--- src/hdl/lsu_pkg.sv ---
// Load/store unit package: tag and parameter word widths, operation flag positions, fault bound.
package lsu_pkg;

	// Destination tag.
	localparam int LSU_RB = 2;                  // Rename bits, one word.
	localparam int LSU_TAG_W = 5 + LSU_RB;      // Register index plus rename bits.

	// Operation flags.
	localparam int LSU_OP_W = 13;               // One-hot, one per operation.

	// Parameter word, MSB first: {flags, tag, op1 (address), op2 (store data)}.
	localparam int LSU_EXEPARAM_W = LSU_OP_W + LSU_TAG_W + 64 + 64;

	// Flag positions inside the flag field, lb sits at the top.
	localparam int OP_LB      = 12;
	localparam int OP_LH      = 11;
	localparam int OP_LW      = 10;
	localparam int OP_LD      = 9;
	localparam int OP_LBU     = 8;
	localparam int OP_LHU     = 7;
	localparam int OP_LWU     = 6;
	localparam int OP_SB      = 5;
	localparam int OP_SH      = 4;
	localparam int OP_SW      = 3;
	localparam int OP_SD      = 2;
	localparam int OP_FENCE_I = 1;
	localparam int OP_FENCE   = 0;

	// Any address bit from here upward flags an access fault.
	localparam int LSU_ADDR_HI_LSB = 32;

endpackage

--- src/hdl/lsu.sv ---
// Load/store unit: issue decode, AXI-Lite master, load extension, writeback, flush and fault logic.
`timescale 1ns/1ps

module lsu #(
	parameter int RB = lsu_pkg::LSU_RB
) (
	input  logic                                CLK,
	input  logic                                reset,
	input  logic                                flush,

	input  logic                                exeparam_valid,
	input  logic [lsu_pkg::LSU_EXEPARAM_W-1:0]  exeparam,
	output logic                                exeparam_ready,

	output logic                                fencei_valid,
	output logic                                writeback_valid,
	output logic [63:0]                         writeback_data,
	output logic [lsu_pkg::LSU_TAG_W-1:0]       writeback_tag,
	output logic                                access_fault,

	output logic [63:0]                         awaddr,
	output logic [2:0]                          awprot,
	output logic                                awvalid,
	input  logic                                awready,

	output logic [63:0]                         wdata,
	output logic [7:0]                          wstrb,
	output logic                                wvalid,
	input  logic                                wready,

	input  logic [1:0]                          bresp,
	input  logic                                bvalid,
	output logic                                bready,

	output logic [63:0]                         araddr,
	output logic [2:0]                          arprot,
	output logic                                arvalid,
	input  logic                                arready,

	input  logic [63:0]                         rdata,
	input  logic [1:0]                          rresp,
	input  logic                                rvalid,
	output logic                                rready
);
	import lsu_pkg::*;

	localparam int TAG_W    = 5 + RB;
	localparam int OP1_LSB  = 64;
	localparam int TAG_LSB  = 128;
	localparam int FLAG_MSB = LSU_EXEPARAM_W - 1;

	logic [LSU_OP_W-1:0]       op_in;
	logic [63:0]               addr_in;
	logic                      is_load_in;
	logic                      is_store_in;
	logic                      is_fence_in;
	logic                      fault_in;

	logic [LSU_EXEPARAM_W-1:0] param_q;
	logic [LSU_OP_W-1:0]       op_q;

	logic                      aw_set;
	logic                      ar_set;
	logic                      b_hs;
	logic                      r_hs;

	logic                      w_pend;
	logic                      w_inval;
	logic                      r_pend;
	logic                      r_inval;
	logic                      busy;
	logic                      wb_set;

	logic [1:0]                ld_size;
	logic                      ld_unsigned;
	logic [63:0]               load_ext;

	// Decode of the word presented at issue.
	assign op_in   = exeparam[FLAG_MSB -: LSU_OP_W];
	assign addr_in = exeparam[OP1_LSB +: 64];

	assign is_load_in  = op_in[OP_LB] | op_in[OP_LH] | op_in[OP_LW] | op_in[OP_LD]
		| op_in[OP_LBU] | op_in[OP_LHU] | op_in[OP_LWU];
	assign is_store_in = op_in[OP_SB] | op_in[OP_SH] | op_in[OP_SW] | op_in[OP_SD];
	assign is_fence_in = op_in[OP_FENCE_I] | op_in[OP_FENCE];
	assign fault_in    = |addr_in[63:LSU_ADDR_HI_LSB];

	assign fencei_valid = exeparam_valid & op_in[OP_FENCE_I]; // Same-cycle strobe.

	always_ff @(posedge CLK) begin
		if (exeparam_valid) begin
			param_q <= exeparam; // Operands held for the bus.
		end
	end

	assign op_q          = param_q[FLAG_MSB -: LSU_OP_W];
	assign writeback_tag = param_q[TAG_LSB +: TAG_W];

	// Request side of the bus.
	assign awaddr = param_q[OP1_LSB +: 64];
	assign araddr = param_q[OP1_LSB +: 64];
	assign wdata  = param_q[63:0];
	assign awprot = 3'b000;
	assign arprot = 3'b001; // Privileged data access.

	// Store size to lanes, always from byte 0.
	assign wstrb = ({8{op_q[OP_SB]}} & 8'h01)
		| ({8{op_q[OP_SH]}} & 8'h03)
		| ({8{op_q[OP_SW]}} & 8'h0f)
		| ({8{op_q[OP_SD]}} & 8'hff);

	assign aw_set = exeparam_valid & is_store_in & ~flush;
	assign ar_set = exeparam_valid & is_load_in & ~flush;
	assign b_hs   = bvalid & bready;
	assign r_hs   = rvalid & rready;

	always_ff @(posedge CLK) begin
		if (reset) begin
			awvalid <= 1'b0;
			wvalid  <= 1'b0;
			arvalid <= 1'b0;
			bready  <= 1'b0;
			rready  <= 1'b0;
		end else begin
			if (aw_set) begin
				awvalid <= 1'b1;
			end else if (awready) begin
				awvalid <= 1'b0; // Held until taken.
			end
			if (aw_set) begin
				wvalid <= 1'b1;
			end else if (wready) begin
				wvalid <= 1'b0;
			end
			if (ar_set) begin
				arvalid <= 1'b1;
			end else if (arready) begin
				arvalid <= 1'b0;
			end
			bready <= bvalid & ~bready; // One-cycle accept pulse.
			rready <= rvalid & ~rready;
		end
	end

	// Size and sign of the load in flight.
	always_ff @(posedge CLK) begin
		if (ar_set) begin
			ld_unsigned <= op_in[OP_LBU] | op_in[OP_LHU] | op_in[OP_LWU];
			if (op_in[OP_LB] | op_in[OP_LBU]) begin
				ld_size <= 2'd0;
			end else if (op_in[OP_LH] | op_in[OP_LHU]) begin
				ld_size <= 2'd1;
			end else if (op_in[OP_LW] | op_in[OP_LWU]) begin
				ld_size <= 2'd2;
			end else begin
				ld_size <= 2'd3;
			end
		end
	end

	always_comb begin
		case (ld_size)
			2'd0: load_ext = {{56{rdata[7] & ~ld_unsigned}}, rdata[7:0]};
			2'd1: load_ext = {{48{rdata[15] & ~ld_unsigned}}, rdata[15:0]};
			2'd2: load_ext = {{32{rdata[31] & ~ld_unsigned}}, rdata[31:0]};
			default: load_ext = rdata;
		endcase
	end

	always_ff @(posedge CLK) begin
		if (exeparam_valid) begin
			writeback_data <= '0; // Fences and stores return zero.
		end else if (r_hs) begin
			writeback_data <= load_ext;
		end
	end

	// Per-direction tracking, a flush marks the pending access as dead.
	always_ff @(posedge CLK) begin
		if (reset) begin
			w_pend  <= 1'b0;
			w_inval <= 1'b0;
			r_pend  <= 1'b0;
			r_inval <= 1'b0;
		end else begin
			if (aw_set) begin
				w_pend <= 1'b1;
			end else if (b_hs) begin
				w_pend <= 1'b0;
			end
			if (b_hs) begin
				w_inval <= 1'b0;
			end else if (w_pend & flush) begin
				w_inval <= 1'b1;
			end
			if (ar_set) begin
				r_pend <= 1'b1;
			end else if (r_hs) begin
				r_pend <= 1'b0;
			end
			if (r_hs) begin
				r_inval <= 1'b0;
			end else if (r_pend & flush) begin
				r_inval <= 1'b1;
			end
		end
	end

	assign busy           = w_pend | r_pend;
	assign exeparam_ready = ~busy & ~exeparam_valid; // One operation at a time.

	assign wb_set = ((b_hs & ~w_inval) | (r_hs & ~r_inval)
		| (exeparam_valid & is_fence_in)) & ~flush;

	always_ff @(posedge CLK) begin
		if (reset) begin
			writeback_valid <= 1'b0;
		end else begin
			writeback_valid <= wb_set;
		end
	end

	// Sticky until flushed. The access itself still goes out.
	always_ff @(posedge CLK) begin
		if (reset) begin
			access_fault <= 1'b0;
		end else if (flush) begin
			access_fault <= 1'b0;
		end else if (exeparam_valid & fault_in) begin
			access_fault <= 1'b1;
		end
	end

endmodule

--- config.mk ---
export PLATFORM = sky130hd
export DESIGN_NAME = lsu
export DESIGN_NICKNAME = d
export VERILOG_FILES = /design/src/hdl/lsu_pkg.sv /design/src/hdl/lsu.sv
export SDC_FILE = /design/constraint.sdc
export NUM_CORES = 1
export LEC_CHECK = 0
export ABC_AREA = 0
export BUFFER_PORTS_ARGS = -buffer_cell sky130_fd_sc_hd__buf_2
export CORE_AREA = 2 2 200 202
export DETAILED_ROUTE_END_ITERATION = 10
export DIE_AREA = 0 0 202 204
export GPL_ROUTABILITY_DRIVEN = 0
export PLACE_DENSITY = 0.56
export SYNTH_ARGS = -nofsm -noshare
export SYNTH_HDL_FRONTEND = slang
export SYNTH_SLANG_ARGS = --single-unit
--- constraint.sdc ---
create_clock -name CLK -period 2.7 [get_ports CLK]
set_clock_uncertainty 0.15 [all_clocks]
set_input_delay 0.54 -clock CLK [delete_from_list [all_inputs] [get_ports CLK]]
set_output_delay 0.54 -clock CLK [all_outputs]
set_load 0.05 [all_outputs]
==> flow_summary.toml, run 1 <==
[sta]
fmax_mhz = 395
setup_viol = 0
tightest_slew_ps = 1060
whs_ps = 37.7
rsz0062_at_grt = "false"
fin_crit_sh_pct = 93.9
max_slew_margin_pct = 29.1
finalMaxSlewViolations = 0
layout_min_cycle_time_ps = 2530
final.setup.tns_ps = 0
hold_viol_final = 0

[critical_path]
crit_arrival_ps = 1840
critical_path_class = "reg2out"
regToRegSetupSlack_ps = 510
critPathCaptureType = "output port"
critPathRequiredTime_ps = 2010
crit_fanout = 6
reg2regPathDepth = 4
rr_startpoint = "rready$_SDFF_PP0_"
cp-start-kind = "flop"
r2r_end = "writeback_data[44]$_SDFFE_PP0N_"

[yosys]
synth_edf_count = 142
ys_types = 38
synth.avg_cell_area_sq_um = 12.7
async_flop_share_pct = 0
synth_ff_type = "edfxtp_1"
synth.most_common_cell = "buf_4"
yosysWarnings = 0
synthCells = 717
ys_seq_area_share_pct = 63.2
synth_common_cells = "214 x buf_4, 142 x edfxtp_1, 81 x nand2_1, 75 x dfxtp_1, 61 x nor2_1"
ys_top_cells_by_area = "edfxtp_1 47%, buf_4 18%, dfxtp_1 16%"
ys_ff_latch = 217
yosysTopAreaCell = "edfxtp_1"
netlist_area_sq_um = 9120
synth_top_area_share_pct = 46.8

[floorplan]
die-width_um = 202
fp.dieArea_sq_um = 41200
design.core.area_sq_um = 39200
io_pins = 511
rows = 73
initial_core_util_pct = 23.3
die-height_um = 204

[detailed_routing]
routed-via-count = 6223
wl_met2_um = 13200
viasPerCell = 3.96
wl_per_cell_um = 17.2
topRoutingLayerUsed = "met5"
met1Wirelength_um = 10700
routed_wl_um = 27100
met3_length_um = 2420
ant_nets = 0
dr.pass1.iters = 4
drc = 0
drt_iter0_markers = 219

[worst_hold_path]
whs_path_depth = 1
worstHoldEndpoint = "param_q[8]$_DFFE_PP_"
hold_start = "exeparam[8]"
hp-class = "in2reg"

[clock_tree]
clk_latency_ps = 520
cts_tree = "built"
ctsResizeCount = 0
cts-root-buf = "clkbuf_16"
cts_sinks = 217
path_clk_slew_ps = 60
postCtsSetupRepairBufs = 0
cts_buffers = 24
clock_path_buffers = 3
htree_levels = 1

[final_layout]
area_delta_synth_final_pct = 27.4
drive_gt1_share_pct = 56.7
nFillCells = 4072
nets = 1252

[place]
io_buffer_count = 500
dp_hpwl_um = 20600

[power_and_ir_drop]
p_sw_uw = 2920
pwr-share-seq_pct = 42.4
internal-power_uw = 6240
clkPwrFrac_pct = 37.1
leakagePower_uw = 0.00505
p_comb_share_pct = 20.5
ir_drop_mv = 0.299
pwr_density_cell_nw_per_um2 = 789
switching_share_pct = 31.9

[global_route]
grt_pass1_vias = 5978
grt-ovfl-total = 0
antenna_found_initial = 3
grt_max_degree = 114
grt_util_all_layers_pct = 12.2
grt_pass1_wl_um = 37800

[outcome]
outcome = "complete, no violations"

[run]
max_cap_viol_count = 0
worst max-delay path: stages, from the launching register on:
cell and delay, ps:
edfxtp_1 470, or3_1 350, or2_2 290, buf_2 220
through the flow:
stage | utilization [%] | cell area [sq um] | total power [uW] | worst slack (ps) | std cells
6_report | 29.7 | 11600 | 9160 | 166 | 1571
5_1_grt | 29.7 | 11600 | 9520 | 85.3 | 1570
4_1_cts | 29.7 | 11600 | 9330 | 125 | 1570
3_5_place_dp | 27.2 | 10700 | 5840 | 200 | 1514
3_3_place_gp | 27.2 | 10700 | 5830 | 246 | 1514
2_1_floorplan | - | 9140 | 5580 | 286 | 721
placed cells by master (no fill, tap or decap), drive strengths merged:
cell,instances
buf,510
edfxtp,142
nand2,81
dfxtp,75
nor2,61
clkbuf,37
a311oi,32
a211oi,24
a21oi,13
dlygate4sd3,12
nor3,8
nor4,7
conb,6
clkinv,5
and2,4
or2,3
inv,3
or3,2
nand3b,2
or4,2
nor3b,2
o21ai,2
diode,1
a211o,1
nor4b,1
a21o,1
and4bb,1
nand3,1
nand2b,1
nor2b,1
o221ai,1
and4,1
and3,1
a31oi,1
bufinv,1
per-layer routing:
layer  global-route usage [%]  vias to the layer above
met3                     3.73                       44
met4                     4.49                        4
met1                     14.3                     2940
met5                        0                        -
met2                     20.9                      331
li1                         -                     2904
how the worst max path moves through the flow:
stage / start / endpoint
after CTS: param_q[137]$_DFFE_PP_ / wstrb[0]
after global routing: param_q[137]$_DFFE_PP_ / wstrb[0]
final: param_q[137]$_DFFE_PP_ / wstrb[0]
after detailed placement: rvalid / writeback_data[39]$_SDFFE_PP0N_
after floorplan: exeparam_valid / exeparam_ready
after global placement: rvalid / writeback_data[39]$_SDFFE_PP0N_
state kept, by name, indices dropped and copies added, names as in the netlist:
name and cells:
ld_size 2, ld_unsigned 1, r_inval 1, param_q 139
wvalid 1, w_inval 1, awvalid 1, access_fault 1
writeback_data 64, r_pend 1, rready 1, writeback_valid 1
arvalid 1, bready 1, w_pend 1
layout make-up:
class	instances	area, sq um	share of cell area, %
inverters	2	7.51	0.0646
clock buffers	37	766	6.59
multi-input cells	260	1620	13.9
repair buffers	522	2750	23.6
well taps	525	657	5.65
diodes	1	2.50	0.0215
clock inverters	7	62.6	0.538
flip-flops and latches	217	5770	49.6
logic make-up after synthesis:
family	Yosys count	synth area share, %
buffers and inverters	244	19.4
and+or+nand+nor	179	8.96
other	2	0.0823
DFF	217	63.2
AOI/OAI and AO/OA	75	8.36
power groups by stage:
stage / sequential [uW] / combinational (uW) / clock [uW]
4_1_cts: 3890 / 1900 / 3540
3_5_place_dp: 3960 / 1890 / 0
6_report: 3890 / 1880 / 3400
5_1_grt: 3910 / 1960 / 3650
3_3_place_gp: 3950 / 1880 / 0
2_1_floorplan: 4110 / 1470 / 0
repair_timing:
action / in CTS / in global routing
hold buffers: 12 / 0
endpoints found under the setup margin: 0 / 0
hold endpoints to repair: 12 / 0
(Power assumes the default switching activity.)
==> run 2, diff against run 1 <==
RECOVER_POWER = 50   (was default)
==> flow_summary.toml, run 2 (synthesis results as in run 1) <==
[critical_path]
slowest_stage = "edfxtp_1"
crit_arrival_ps = 1840
worstPathCellList = "or3_1 > or2_2 > buf_2"
critical_path_class = "reg2out"
critPathRequiredTime_ps = 2010
cp-start-kind = "flop"
critPathCaptureType = "output port"
critical_path.max_stage_delay_ps = 460
crit_fanout = 6

[detailed_routing]
viasPerCell = 3.95
drc = 0
routed_wl_um = 27000
dr.pass1.iters = 4
drt_iter0_markers = 231
ant_nets = 0
routed-via-count = 6204
wl_per_cell_um = 17.2

[clock_tree]
htree_levels = 1
cts_sinks = 217
cts-root-buf = "clkbuf_16"
clock_path_buffers = 3
cts_buffers = 24
clk_latency_ps = 520
cts_tree = "built"
path_clk_slew_ps = 60

[global_route]
grt-ovfl-total = 0
grt_pass1_wl_um = 37800
grt_util_all_layers_pct = 12.2
grt_pass1_vias = 5978
antenna_found_initial = 4
grt_max_degree = 114

[power_and_ir_drop]
leakagePower_uw = 0.00496
ir_drop_mv = 0.297
pwr_density_cell_nw_per_um2 = 792

[outcome]
outcome = "complete, but fails checks"
violations = "max-capacitance violations, max-slew violations"

[final_layout]
area_delta_synth_final_pct = 26.7
largest_reg_flops = 139
regMostFlops = "param_q"
layout_commonest_cell = "buf_2"
stdcell_area_sq_um = 11600
drive_gt1_share_pct = 53.7
top_regs = "param_q: 139 flops, writeback_data: 64 flops, ld_size: 2 flops"
final_cell_mix = "470 x buf_2, 142 x edfxtp_1, 81 x nand2_1"
nets = 1252
nFillCells = 4093

[floorplan]
io_pins = 511
die-height_um = 204
die-width_um = 202
fp.dieArea_sq_um = 41200
rows = 73
initial_core_util_pct = 23.3
design.core.area_sq_um = 39200

[sta]
rsz0062_at_grt = "false"
layout_min_cycle_time_ps = 2530
setup_viol = 0
worst_slack_ps = 174
fmax_mhz = 396
finalMaxSlewViolations = 114
fin_crit_sh_pct = 93.6
max_slew_margin_pct = -3.62
hold_viol_final = 0
final.setup.tns_ps = 0
tightest_slew_ps = 1550

[place]
dp_hpwl_um = 20600
place_area_sq_um = 10700
io_buffer_count = 500
preCtsSetupSlack_ps = 200

[worst_hold_path]
hp-class = "in2reg"

[run]
max_cap_viol_count = 1
==> run 2: changes by cell type in the layout (fill, tap and decap cells not counted), moves of 2 or more <==
cell,delta
and2_0,+2
buf_12,-2
buf_2,-29
clkbuf_1,+30
==> run 2: stage by stage <==
stage / std cells / utilization [%] / hold WS (ps) / total power, uW
after detailed placement: 1514 / 27.2 / 283 / 5840
after CTS: 1570 / 29.7 / 0.0778 / 9330
after floorplan: 721 / - / 297 / 5580
final: 1571 / 29.5 / 38.1 / 9150
after global routing: 1570 / 29.5 / 5.96 / 9520
after global placement: 1514 / 27.2 / 278 / 5830
==> run 2: final cells by class <==
cell class | count | area, sq um | area share, %
inverter | 2 | 7.51 | 0.0650
tap | 525 | 657 | 5.69
clock inverter | 7 | 62.6 | 0.542
timing repair buffer | 522 | 2680 | 23.2
sequential | 217 | 5770 | 49.9
clock buffer | 37 | 766 | 6.63
multi-input combinational | 260 | 1610 | 14.0
antenna | 1 | 2.50 | 0.0217
==> run 2: worst paths after layout <==
path	start	to	slack, ps	cells past startpoint
worst min-delay path	exeparam[8]	param_q[8]$_DFFE_PP_	40	1
worst max-delay path	param_q[137]$_DFFE_PP_	wstrb[0]	170	3
worst min register to register	wvalid$_SDFFE_PP0P_	wvalid$_SDFFE_PP0P_	300	2
worst max register to register	rready$_SDFF_PP0_	writeback_data[44]$_SDFFE_PP0N_	490	4
==> run 2: layer usage <==
| layer | vias up | routed length (um) | part of all wire [%] | GRT usage, % |
|---|---|---|---|---|
| met5 | - | 31 | 0.11 | 0 |
| met4 | 4 | 768 | 2.8 | 4.49 |
| met3 | 41 | 2480 | 9.2 | 3.73 |
| met2 | 334 | 13300 | 49 | 20.9 |
| met1 | 2921 | 10500 | 39 | 14.3 |
| li1 | 2904 | - | - | - |
==> run 2: repair_timing <==
action / 4_1_cts / 5_1_grt
hold buffers: 12 / 0
gates resized for setup: 0 / 0
endpoints found under the hold margin: 12 / 0
buffers inserted: 0 / 0
==> run 2: critical path, delay by kind of cell (launching register included) <==
family	cells	cell delay, ps
flops	1	460
buf+inv	1	220
simple gates	2	640
==> run 2: where the power goes <==
group / switching, uW / internal, uW / leakage, uW / total [uW]
clock network: 1350 / 2050 / 0.000415 / 3390
logic: 1470 / 399 / 0.00254 / 1870
registers: 102 / 3790 / 0.00200 / 3890
